### src/adc_types_pkg.sv
// ====================
// adc types
// conversion word, per-channel sample and config fields
// ====================
`default_nettype none

package adc_types_pkg;

        localparam int NUM_CHANNELS = 4;

        // raw bytes as they arrive on the bus
        typedef struct packed {
                logic [7:0] hi_byte;
                logic [7:0] lo_byte;
        } adc_bytes_t;

        // decoded result, two leading zeros then id and code
        typedef struct packed {
                logic [1:0]  zero;
                logic [1:0]  ch_id;
                logic [11:0] code;
        } adc_result_t;

        typedef union packed {
                adc_bytes_t  bytes;
                adc_result_t result;
        } adc_word_t;

        typedef struct packed {
                logic [11:0] code;
                logic [11:0] mv;
        } adc_sample_t;

        // period in clock cycles
        typedef struct packed {
                logic [23:0] sample_period;
                logic [3:0]  chan_mask;
        } adc_cfg_t;

endpackage

`default_nettype wire

### src/i2c_types_pkg.sv
// ====================
// i2c types
// byte master operations and command word
// ====================
`default_nettype none

package i2c_types_pkg;

        typedef enum logic [1:0] {
                op_start,
                op_stop,
                op_write,
                op_read
        } i2c_op_t;

        // nack_last only matters on reads
        typedef struct packed {
                i2c_op_t    op;
                logic [7:0] data;
                logic       nack_last;
        } i2c_cmd_t;

endpackage

`default_nettype wire

### src/i2c_byte_master.sv
// ====================
// i2c byte master
// start, stop, byte write and byte read on open-drain lines,
// four timer ticks per scl period, no clock stretching
// ====================
`timescale 1ns/100ps
`default_nettype none

module i2c_byte_master #(
        parameter int CLK_DIV = 4
) (
        input  wire                     clk,
        input  wire                     rst,
        input  wire i2c_types_pkg::i2c_cmd_t cmd,
        input  wire                     cmd_go,
        output logic                    cmd_done,
        output logic [7:0]              rd_byte,
        output logic                    ack_ok,
        output logic                    scl_low,
        output logic                    sda_low,
        input  wire                     sda_in
);
        import i2c_types_pkg::*;

        logic        busy;
        i2c_cmd_t    cur;
        logic [15:0] div_cnt;
        logic [1:0]  qtr;
        logic [3:0]  bit_idx;
        logic [7:0]  shift;
        logic        tick;
        logic        byte_op;
        logic        last_qtr;
        logic        sda_first;

        assign tick     = busy && (div_cnt == 16'(CLK_DIV - 1));
        assign byte_op  = (cur.op == op_write) || (cur.op == op_read);
        // start and stop are one scl period, bytes are nine
        assign last_qtr = (qtr == 2'd3) && (!byte_op || bit_idx == 4'd8);
        assign rd_byte  = shift;

        // sda level set in the first quarter while scl is low
        always_comb begin
                case (cur.op)
                op_start: sda_first = 1'b0;
                op_stop:  sda_first = 1'b1;
                op_write: sda_first = (bit_idx < 4'd8) ? ~shift[7] : 1'b0;
                default:  sda_first = (bit_idx < 4'd8) ? 1'b0 : ~cur.nack_last;
                endcase
        end

        always_ff @(posedge clk) begin
                if (rst) begin
                        busy     <= 1'b0;
                        div_cnt  <= '0;
                        qtr      <= '0;
                        bit_idx  <= '0;
                        cmd_done <= 1'b0;
                        ack_ok   <= 1'b0;
                        scl_low  <= 1'b0;
                        sda_low  <= 1'b0;
                end else begin
                        cmd_done <= 1'b0;
                        if (cmd_go && !busy) begin
                                busy    <= 1'b1;
                                div_cnt <= '0;
                                qtr     <= '0;
                                bit_idx <= '0;
                                ack_ok  <= 1'b1;
                        end else if (busy) begin
                                div_cnt <= tick ? '0 : div_cnt + 16'd1;
                        end

                        if (tick) begin
                                qtr <= qtr + 2'd1;
                                if (qtr == 2'd3)
                                        bit_idx <= bit_idx + 4'd1;
                                if (last_qtr) begin
                                        busy     <= 1'b0;
                                        cmd_done <= 1'b1;
                                end

                                case (qtr)
                                2'd0: sda_low <= sda_first;
                                2'd1: scl_low <= 1'b0;
                                2'd2: begin
                                        // start and stop edges while scl is high
                                        if (cur.op == op_start)
                                                sda_low <= 1'b1;
                                        else if (cur.op == op_stop)
                                                sda_low <= 1'b0;
                                        if (cur.op == op_write && bit_idx == 4'd8)
                                                ack_ok <= ~sda_in;
                                end
                                default: begin
                                        // leave scl released after stop
                                        if (cur.op != op_stop)
                                                scl_low <= 1'b1;
                                end
                                endcase
                        end
                end
        end

        // command and shift register
        always_ff @(posedge clk) begin
                if (cmd_go && !busy) begin
                        cur   <= cmd;
                        shift <= cmd.data;
                end else if (tick && bit_idx < 4'd8) begin
                        if (cur.op == op_write && qtr == 2'd3)
                                shift <= {shift[6:0], 1'b0};
                        if (cur.op == op_read && qtr == 2'd2)
                                shift <= {shift[6:0], sda_in};
                end
        end

        // sequencer waits for cmd_done before the next command
        go_when_idle: assert property (@(posedge clk) disable iff (rst)
                cmd_go |-> !busy);

        // data bits only move under scl low
        sda_in_low: assert property (@(posedge clk) disable iff (rst)
                $changed(sda_low) && byte_op |-> scl_low && $past(scl_low));

endmodule

`default_nettype wire

### src/adc_sequencer.sv
// ====================
// adc sequencer
// sweeps the enabled channels on a period timer, checks
// the channel id and scales each code to millivolts
// ====================
`timescale 1ns/100ps
`default_nettype none

module adc_sequencer #(
        parameter logic [6:0] DEV_ADDR = 7'h28,
        parameter int         VREF_MV  = 3300
) (
        input  wire                          clk,
        input  wire                          rst,
        input  wire adc_types_pkg::adc_cfg_t cfg,
        output i2c_types_pkg::i2c_cmd_t      cmd,
        output logic                         cmd_go,
        input  wire                          cmd_done,
        input  wire [7:0]                    rd_byte,
        input  wire                          ack_ok,
        output adc_types_pkg::adc_sample_t [adc_types_pkg::NUM_CHANNELS-1:0] samples,
        output logic                         sweep_done,
        output logic                         bus_error
);
        import adc_types_pkg::*;
        import i2c_types_pkg::*;

        localparam int CH_W = $clog2(NUM_CHANNELS);

        typedef enum logic {
                st_idle,
                st_busy
        } state_t;

        state_t                  state;
        logic [23:0]             period_cnt;
        logic [NUM_CHANNELS-1:0] mask_q;
        logic [NUM_CHANNELS-1:0] pending;
        logic [NUM_CHANNELS-1:0] rest;
        logic [CH_W-1:0]         chan;
        logic [3:0]              step;
        logic                    acks;
        logic [7:0]              hi_q;
        adc_word_t               word;
        logic [31:0]             mv_full;
        logic                    id_ok;

        // lowest pending channel goes first
        always_comb begin
                chan = '0;
                for (int i = NUM_CHANNELS - 1; i >= 0; i--) begin
                        if (pending[i])
                                chan = CH_W'(i);
                end
                rest       = pending;
                rest[chan] = 1'b0;
        end

        always_comb begin
                word.bytes.hi_byte = hi_q;
                word.bytes.lo_byte = rd_byte;
        end

        assign id_ok   = acks && (word.result.ch_id == chan);
        assign mv_full = 32'(word.result.code) * 32'(VREF_MV);

        // per channel: config write then two-byte read
        always_comb begin
                cmd.op        = op_stop;
                cmd.data      = 8'h00;
                cmd.nack_last = 1'b0;
                case (step)
                4'd0, 4'd4: cmd.op = op_start;
                4'd1: begin
                        cmd.op   = op_write;
                        cmd.data = {DEV_ADDR, 1'b0};
                end
                4'd2: begin
                        cmd.op   = op_write;
                        cmd.data = 8'h10 << chan;
                end
                4'd5: begin
                        cmd.op   = op_write;
                        cmd.data = {DEV_ADDR, 1'b1};
                end
                4'd6: cmd.op = op_read;
                4'd7: begin
                        cmd.op        = op_read;
                        cmd.nack_last = 1'b1;
                end
                default: cmd.op = op_stop;
                endcase
        end

        always_ff @(posedge clk) begin
                if (rst) begin
                        state      <= st_idle;
                        period_cnt <= '0;
                        mask_q     <= '0;
                        pending    <= '0;
                        step       <= '0;
                        acks       <= 1'b0;
                        cmd_go     <= 1'b0;
                        sweep_done <= 1'b0;
                        bus_error  <= 1'b0;
                        samples    <= '0;
                end else begin
                        cmd_go     <= 1'b0;
                        sweep_done <= 1'b0;
                        bus_error  <= 1'b0;
                        if (state == st_idle) begin
                                if (period_cnt == cfg.sample_period) begin
                                        period_cnt <= '0;
                                        // empty mask just restarts the count
                                        if (cfg.chan_mask != '0) begin
                                                mask_q  <= cfg.chan_mask;
                                                pending <= cfg.chan_mask;
                                                step    <= '0;
                                                acks    <= 1'b1;
                                                cmd_go  <= 1'b1;
                                                state   <= st_busy;
                                        end
                                end else begin
                                        period_cnt <= period_cnt + 24'd1;
                                end
                        end else if (cmd_done) begin
                                cmd_go <= 1'b1;
                                step   <= step + 4'd1;
                                if (step == 4'd1 || step == 4'd2 || step == 4'd5)
                                        acks <= acks & ack_ok;
                                if (step == 4'd7) begin
                                        if (id_ok)
                                                samples[chan] <= '{code: word.result.code,
                                                                   mv:   mv_full[23:12]};
                                        else
                                                bus_error <= 1'b1;
                                end
                                if (step == 4'd8) begin
                                        pending <= rest;
                                        step    <= '0;
                                        acks    <= 1'b1;
                                        if (rest == '0) begin
                                                cmd_go     <= 1'b0;
                                                sweep_done <= 1'b1;
                                                state      <= st_idle;
                                        end
                                end
                        end
                end
        end

        // high byte held until the low byte arrives
        always_ff @(posedge clk) begin
                if (state == st_busy && cmd_done && step == 4'd6)
                        hi_q <= rd_byte;
        end

        chan_in_mask: assert property (@(posedge clk) disable iff (rst)
                state == st_busy |-> mask_q[chan] && (pending & ~mask_q) == '0);

endmodule

`default_nettype wire

### src/adc_config_regs.sv
// ====================
// adc config registers
// write-only sample period and channel mask
// ====================
`timescale 1ns/100ps
`default_nettype none

module adc_config_regs (
        input  wire                      clk,
        input  wire                      rst,
        input  wire                      cfg_we,
        input  wire                      cfg_addr,
        input  wire [31:0]               cfg_wdata,
        output adc_types_pkg::adc_cfg_t  cfg
);
        // shorter periods leave no idle gap between sweeps
        localparam logic [23:0] MIN_PERIOD = 24'd16;

        // address 0 period, address 1 mask
        always_ff @(posedge clk) begin
                if (rst) begin
                        cfg.sample_period <= 24'd1000;
                        cfg.chan_mask     <= 4'hf;
                end else if (cfg_we) begin
                        if (cfg_addr)
                                cfg.chan_mask <= cfg_wdata[3:0];
                        else
                                cfg.sample_period <= cfg_wdata[23:0];
                end
        end

        period_min: assert property (@(posedge clk) disable iff (rst)
                cfg_we && !cfg_addr |=> cfg.sample_period >= MIN_PERIOD);

endmodule

`default_nettype wire

### src/pmod_adc_top.sv
// ====================
// pmod adc top
// config block, sweep sequencer and i2c byte master
// ====================
`timescale 1ns/100ps
`default_nettype none

module pmod_adc_top #(
        parameter int         CLK_DIV  = 4,
        parameter logic [6:0] DEV_ADDR = 7'h28,
        parameter int         VREF_MV  = 3300
) (
        input  wire         clk,
        input  wire         rst,
        input  wire         cfg_we,
        input  wire         cfg_addr,
        input  wire [31:0]  cfg_wdata,
        output logic        scl_low,
        output logic        sda_low,
        input  wire         sda_in,
        output adc_types_pkg::adc_sample_t [adc_types_pkg::NUM_CHANNELS-1:0] samples,
        output logic        sweep_done,
        output logic        bus_error
);
        import adc_types_pkg::*;
        import i2c_types_pkg::*;

        adc_cfg_t   cfg;
        i2c_cmd_t   cmd;
        logic       cmd_go;
        logic       cmd_done;
        logic [7:0] rd_byte;
        logic       ack_ok;

        adc_config_regs u_config_regs (
                .clk       (clk),
                .rst       (rst),
                .cfg_we    (cfg_we),
                .cfg_addr  (cfg_addr),
                .cfg_wdata (cfg_wdata),
                .cfg       (cfg)
        );

        adc_sequencer #(
                .DEV_ADDR (DEV_ADDR),
                .VREF_MV  (VREF_MV)
        ) u_sequencer (
                .clk        (clk),
                .rst        (rst),
                .cfg        (cfg),
                .cmd        (cmd),
                .cmd_go     (cmd_go),
                .cmd_done   (cmd_done),
                .rd_byte    (rd_byte),
                .ack_ok     (ack_ok),
                .samples    (samples),
                .sweep_done (sweep_done),
                .bus_error  (bus_error)
        );

        i2c_byte_master #(
                .CLK_DIV (CLK_DIV)
        ) u_byte_master (
                .clk      (clk),
                .rst      (rst),
                .cmd      (cmd),
                .cmd_go   (cmd_go),
                .cmd_done (cmd_done),
                .rd_byte  (rd_byte),
                .ack_ok   (ack_ok),
                .scl_low  (scl_low),
                .sda_low  (sda_low),
                .sda_in   (sda_in)
        );

endmodule

`default_nettype wire

### config.mk
export PLATFORM = sky130hd
export DESIGN_NAME = pmod_adc_top
export DESIGN_NICKNAME = d
export VERILOG_FILES = /design/src/adc_types_pkg.sv /design/src/i2c_types_pkg.sv /design/src/i2c_byte_master.sv /design/src/adc_sequencer.sv /design/src/adc_config_regs.sv /design/src/pmod_adc_top.sv
export SDC_FILE = /design/constraint.sdc
export NUM_CORES = 1
export LEC_CHECK = 0
export BUFFER_PORTS_ARGS = -buffer_cell sky130_fd_sc_hd__buf_2
export CAP_MARGIN = 20
export CORE_MARGIN = 2
export CORE_UTILIZATION = 53
export CTS_CLUSTER_DIAMETER = 100
export DETAILED_ROUTE_END_ITERATION = 7
export GPL_TIMING_DRIVEN = 0
export PLACE_DENSITY = 0.84
export SYNTH_ARGS = -nofsm -noshare
export SYNTH_HDL_FRONTEND = slang
export SYNTH_HIERARCHICAL = 1
export SYNTH_SLANG_ARGS = --single-unit
export TNS_END_PERCENT = 30
### constraint.sdc
create_clock -name clk -period 4.6 [get_ports clk]
set_clock_uncertainty 0.05 [all_clocks]
set_input_delay 0.23 -clock clk [delete_from_list [all_inputs] [get_ports clk]]
set_output_delay 0.23 -clock clk [all_outputs]
set_load 0.1 [all_outputs]
Yosys cells after proc, flatten, opt, wreduce, memory -nomap -nowiden
Cells that the tools add are included. Widths: inputs -> output; s select.

Bits in registers: 205. Input port bits: 37. Output and inout bits: 100. Word-level logic and storage cells: 186.

Shifts and indexed selects: 1. Add/sub/neg operators: 5. Multiply operators: 1. Equality and inequality tests: 22. $lt $le $gt $ge: 3. Reduce and logical (&&, ||, !) cells: 46. Multiplexer cells: 65. Bitwise gates (word level): 13.

Operator list (number): $bwmux 96 (1); $mux 4 (13); $demux 24 s2 (1); $mux 24 (2); $mux 8 (4); $mux 1 (31); $add 24x1->24 const B (1); $eq 24x24->1 (1); $pmux 8 s3 (1); $mul 12x10->22 const B (1); $add 16x1->16 const B (1); $eq 16x2->1 const B (1); $eq 4x3->1 const B (4); $mux 16 (1); $mux 2 (6); $reduce_and 4->1 (3); $reduce_bool 2->1 (6); $logic_and 1x1->1 (11); $not 1->1 (10); $reduce_or 2->1 (5); $reduce_and 3->1 (3); $add 4x1->4 const B (2); $eq 2x2->1 const B (4); $eq 4x4->1 const B (2); other kinds (29) (41).

Depth between registers and ports, before layout
Word-level depth: 15. Mapped depth: 17. Mapped depth without buffers: 16.

Modules after synthesis
Netlist, hierarchy kept.

By module, submodules not included: adc_sequencer (instances 1, area an instance 8386.8 um2, cells an instance 954); i2c_byte_master (instances 1, area an instance 1830.5 um2, cells an instance 201); adc_config_regs (instances 1, area an instance 1209.9 um2, cells an instance 122).

Worst setup path before layout
No wires, ideal clock.

Path type: register -> register. Start point: register u_byte_master.shift[1], in the netlist u_byte_master/rd_byte[1]. End point: register u_sequencer/samples[31] (netlist name). Arrival time: 4.585 ns. Setup slack: -0.171 ns. Cell stages (with the launch flop): 16. Cells stage by stage: edfxtp_1 -> ha_1 -> xor2_1 -> ha_1 -> fa_1 -> fa_1 -> fa_1 -> ha_1 -> buf_2 -> a21o_1 -> nor2_1 -> nand4_1 -> and2_1 -> buf_2 -> o311ai_1 -> o31ai_1.

Longest elaborated chain between the ends: 2.

Ends and longest elaborated chain: start, declared (line i2c_byte_master.sv:30) `logic [7:0] shift;`; start signal, assigned (line i2c_byte_master.sv:109) `shift <= cmd.data;`; start signal, assigned (line i2c_byte_master.sv:112) `shift <= {shift[6:0], 1'b0};`; start signal, assigned (line i2c_byte_master.sv:114) `shift <= {shift[6:0], sda_in};`; $mul 12x10->22 (line adc_sequencer.sv:65) `assign mv_full = 32'(word.result.code) * 32'(VREF_MV);`; $bwmux 96 (line adc_sequencer.sv:133) `samples[chan] <= '{code: word.result.code,`.

No other way between the ends. A chain may end at the register's enable or synchronous reset.

Worst setup path after layout
Start point: register u_byte_master.shift[1], in the netlist u_byte_master/rd_byte[1]. End point: register u_sequencer/samples[56] (netlist name).

Longest elaborated chain between the ends: 2.

Ends and longest elaborated chain (line): $mul 12x10->22 (adc_sequencer.sv:65); $bwmux 96 (adc_sequencer.sv:133).

No other way between the ends.

==> results_dict.tcl <==
set metrics [dict create \
    fp.dieW_um 151 \
    outcome "complete, but fails checks" \
    die_h_um 151 \
    synth_cell_type_count 78 \
    slowest_delay_ps 520 \
    rsz0062_at_grt "true" \
    ir_drop_mv 0.324 \
    critPathKind "reg2reg" \
    violations "setup timing" \
    ys_seq_area_frac 0.374 \
    leakagePower_nw 5.75 \
    antenna_found_initial 0 \
    drt-met1-wl_um 13200 \
    routedWlPerCell_um 19.0 \
    path_clk_slew_ps 60 \
    slew_viol_final 0 \
    synth_xor_area_frac 0.0520 \
    row_count 53 \
    cp_cell_sequence "buf_6 > ha_4 > xor2_1 > ha_1 > a21o_1 > fa_1 > fa_1 > inv_1 > fa_1 > inv_2 > ha_4 > a211o_1 > buf_4 > a21oi_2 > o211ai_1 > a311oi_2 > buf_4 > o31ai_4 > a21oi_2" \
    synth_simple_gate_area_frac 0.241 \
    synth.area.top_cells "dfxtp_1 33%, ha_1 9.2%, nand2_1 5.8%" \
    drtPass1Iterations 5 \
    synth_fa_ha_area_frac 0.142 \
    synth_top_area_cell "dfxtp_1" \
    p_per_area_nw_per_um2 273 \
    arrival_ps 5260 \
    fin_crit_ps 4860 \
    gp_congestion 0.951 \
    synth_top_family_by_area "simple AND/OR/NAND/NOR gates" \
    place_hpwl_um 22700 \
    ant_nets 0 \
    r2r_setup_slack_ps -260 \
    syn_area_um2 11400 \
    layout-drive-gt1-share 0.204 \
    cp-end-kind "flip-flop" \
    setup-tns-final_ps -5100 \
    htree_levels 1 \
    fmax_ghz 0.206 \
    cp-startpoint "u_byte_master/rd_byte[1]" \
    synth-compound-area-share 0.131 \
    path_max_fanout 4 \
    drt_iter0_markers 943 \
    ys.flop_type "dfxtp_1" \
    route.met3.wl_um 2660 \
    dr.max_layer_used "met4" \
    layout_common_cells "188 x dfxtp_1, 175 x nand2_1, 146 x buf_2" \
    cp.required_ps 5000 \
    slew-limit-headroom 0.416 \
    cts-root-buf "clkbuf_16" \
    r2r-start "u_byte_master/rd_byte[1]" \
    cts.path.max_buffers 3 \
    grt_pass1_wl_um 51700 \
    diodes 0 \
    clock_sinks 205 \
    drc_errors 0 \
    critPathCapture "u_sequencer/samples[56]" \
    maxCapViolCount 0 \
    layout_commonest_cell "dfxtp_1" \
    grt_use_total 0.287 \
    numCtsBuffers 22 \
    holdCritPathClass "in2reg" \
    num_vias 10700 \
    grt_pass1_vias 10300 \
    r2r_end "u_sequencer/samples[56]" \
    synth_warnings 6 \
    wl_um 34100 \
    wl_met2_um 16400 \
    via_per_inst 5.94 \
    setup_slack_ps -261 \
    area_growth_pct 24.5 \
    core_um2 21100 \
    port-buffer-count 128 \
    crit_top_cell "fa_1" \
    fin_util 0.675 \
    muxShareOfSynthArea 0.0115 \
    worst_slew_pin_slew_ps 873 \
    ys_ff_latch 205 \
    worstRegToRegCells 19 \
    crit_slowest_cell "fa_1" \
    setup_violations 42 \
    fin_crit_sh 1.06 \
    hold_viol 0 \
    synth_top_area_frac 0.329 \
    clkLatencyLatePin_ps 530 \
    grt-ovfl-total 0 \
    nNetsFinal 1651 \
    synthCells 1277 \
    ys_async_sr_fraction 0 \
    cts_tree "done" \
    avgSynthCellArea_um2 8.95 \
    initial_core_util 0.542 \
    io_pins 137 \
    die-area_um2 22800 \
    grt_max_degree 19 \
    synth_edf_count 17 \
    cp-start-kind "flip-flop" \
]
## power breakdown
group          total, mW  internal, mW  switching, mW  leakage [nW]
combinational      0.142        0.0658         0.0758          3.71
clock               1.92          1.19          0.736         0.375
sequential          1.83          1.81         0.0150          1.67
## cell usage after synthesis, drive strengths merged, types with 25 or more instances
cell type	instances
nand2b	31
xnor2	43
nor2	94
ha	84
o21ai	34
a21oi	94
inv	46
dfxtp	188
clkbuf	48
nand2	177
nand3	39
nand4	25
fa	28
nand3b	30
buf	32
## state kept, by name (all words and copies together) (netlist names), 2 cells and up
signal / count
u_byte_master/bit_idx: 4
u_byte_master/cur: 3
u_byte_master/div_cnt: 16
u_byte_master/qtr: 2
u_byte_master/rd_byte: 8
u_config_regs/cfg: 28
u_sequencer/hi_q: 6
u_sequencer/pending: 4
u_sequencer/period_cnt: 24
u_sequencer/samples: 96
u_sequencer/step: 4
## stage by stage
step | hold WS, ps | instances | setup WS [ps] | power, mW | cell area [um^2]
4_1_cts | 4.67 | 1789 | -209 | 3.90 | 14100
6_report | 17.2 | 1793 | -261 | 3.89 | 14200
2_1_floorplan | 252 | 1279 | -44.9 | 1.94 | 11500
3_5_place_dp | 390 | 1685 | -757 | 1.99 | 12500
3_3_place_gp | 391 | 1682 | -733 | 1.98 | 12500
5_1_grt | 38.8 | 1793 | -363 | 3.99 | 14200
## layout make-up
cell class	count	area [um^2]
multi-input combinational	948	6990
fill	1550	6860
sequential	205	4270
timing repair buffer	201	1270
clock buffer	31	594
buffer	78	392
tap	275	344
clock inverter	9	191
inverter	46	173
## kinds of logic after synthesis
family                   Yosys count
AND/OR/NAND/NOR                  519
AO/OA/AOI/OAI                    233
flip-flops                       205
buffers and inverters            126
adder cells (fa/ha/maj)          113
XOR/XNOR                          67
multiplexers                      13
other                              1
## worst max-delay path, delay by kind of cell, from the launching register on
kind / cells / cell delay [ps]
compound gates: 7 / 1340
xor+xnor: 1 / 160
fa+ha+maj: 6 / 2090
buf+inv: 5 / 640
flops: 1 / 500
## layer usage
metal,vias to the layer above,GRT usage
li1,4947,-
met1,5033,0.351
met2,529,0.496
met3,146,0.0458
met4,0,0.131
met5,-,0
## worst min-delay path by stage
stage	end	cells after the start	startpoint
2_1_floorplan	u_byte_master/scl_low	1	rst
3_3_place_gp	u_sequencer/samples[87]	2	u_sequencer/samples[87]
3_5_place_dp	u_sequencer/samples[62]	2	u_sequencer/samples[62]
4_1_cts	u_config_regs/cfg[25]	3	cfg_wdata[21]
5_1_grt	u_config_regs/cfg[25]	3	cfg_wdata[21]
6_report	u_config_regs/cfg[25]	3	cfg_wdata[21]
## what timing repair did
item | 4_1_cts | 5_1_grt
gates resized for setup | 44 | 32
hold buffers | 25 | 0
buffers inserted | 38 | 7
gates cloned | 1 | 0
pin swaps | 49 | 39
endpoints found under the hold margin | 27 | 0
setup endpoints to repair | 48 | 48
(Power assumes the default switching activity.)
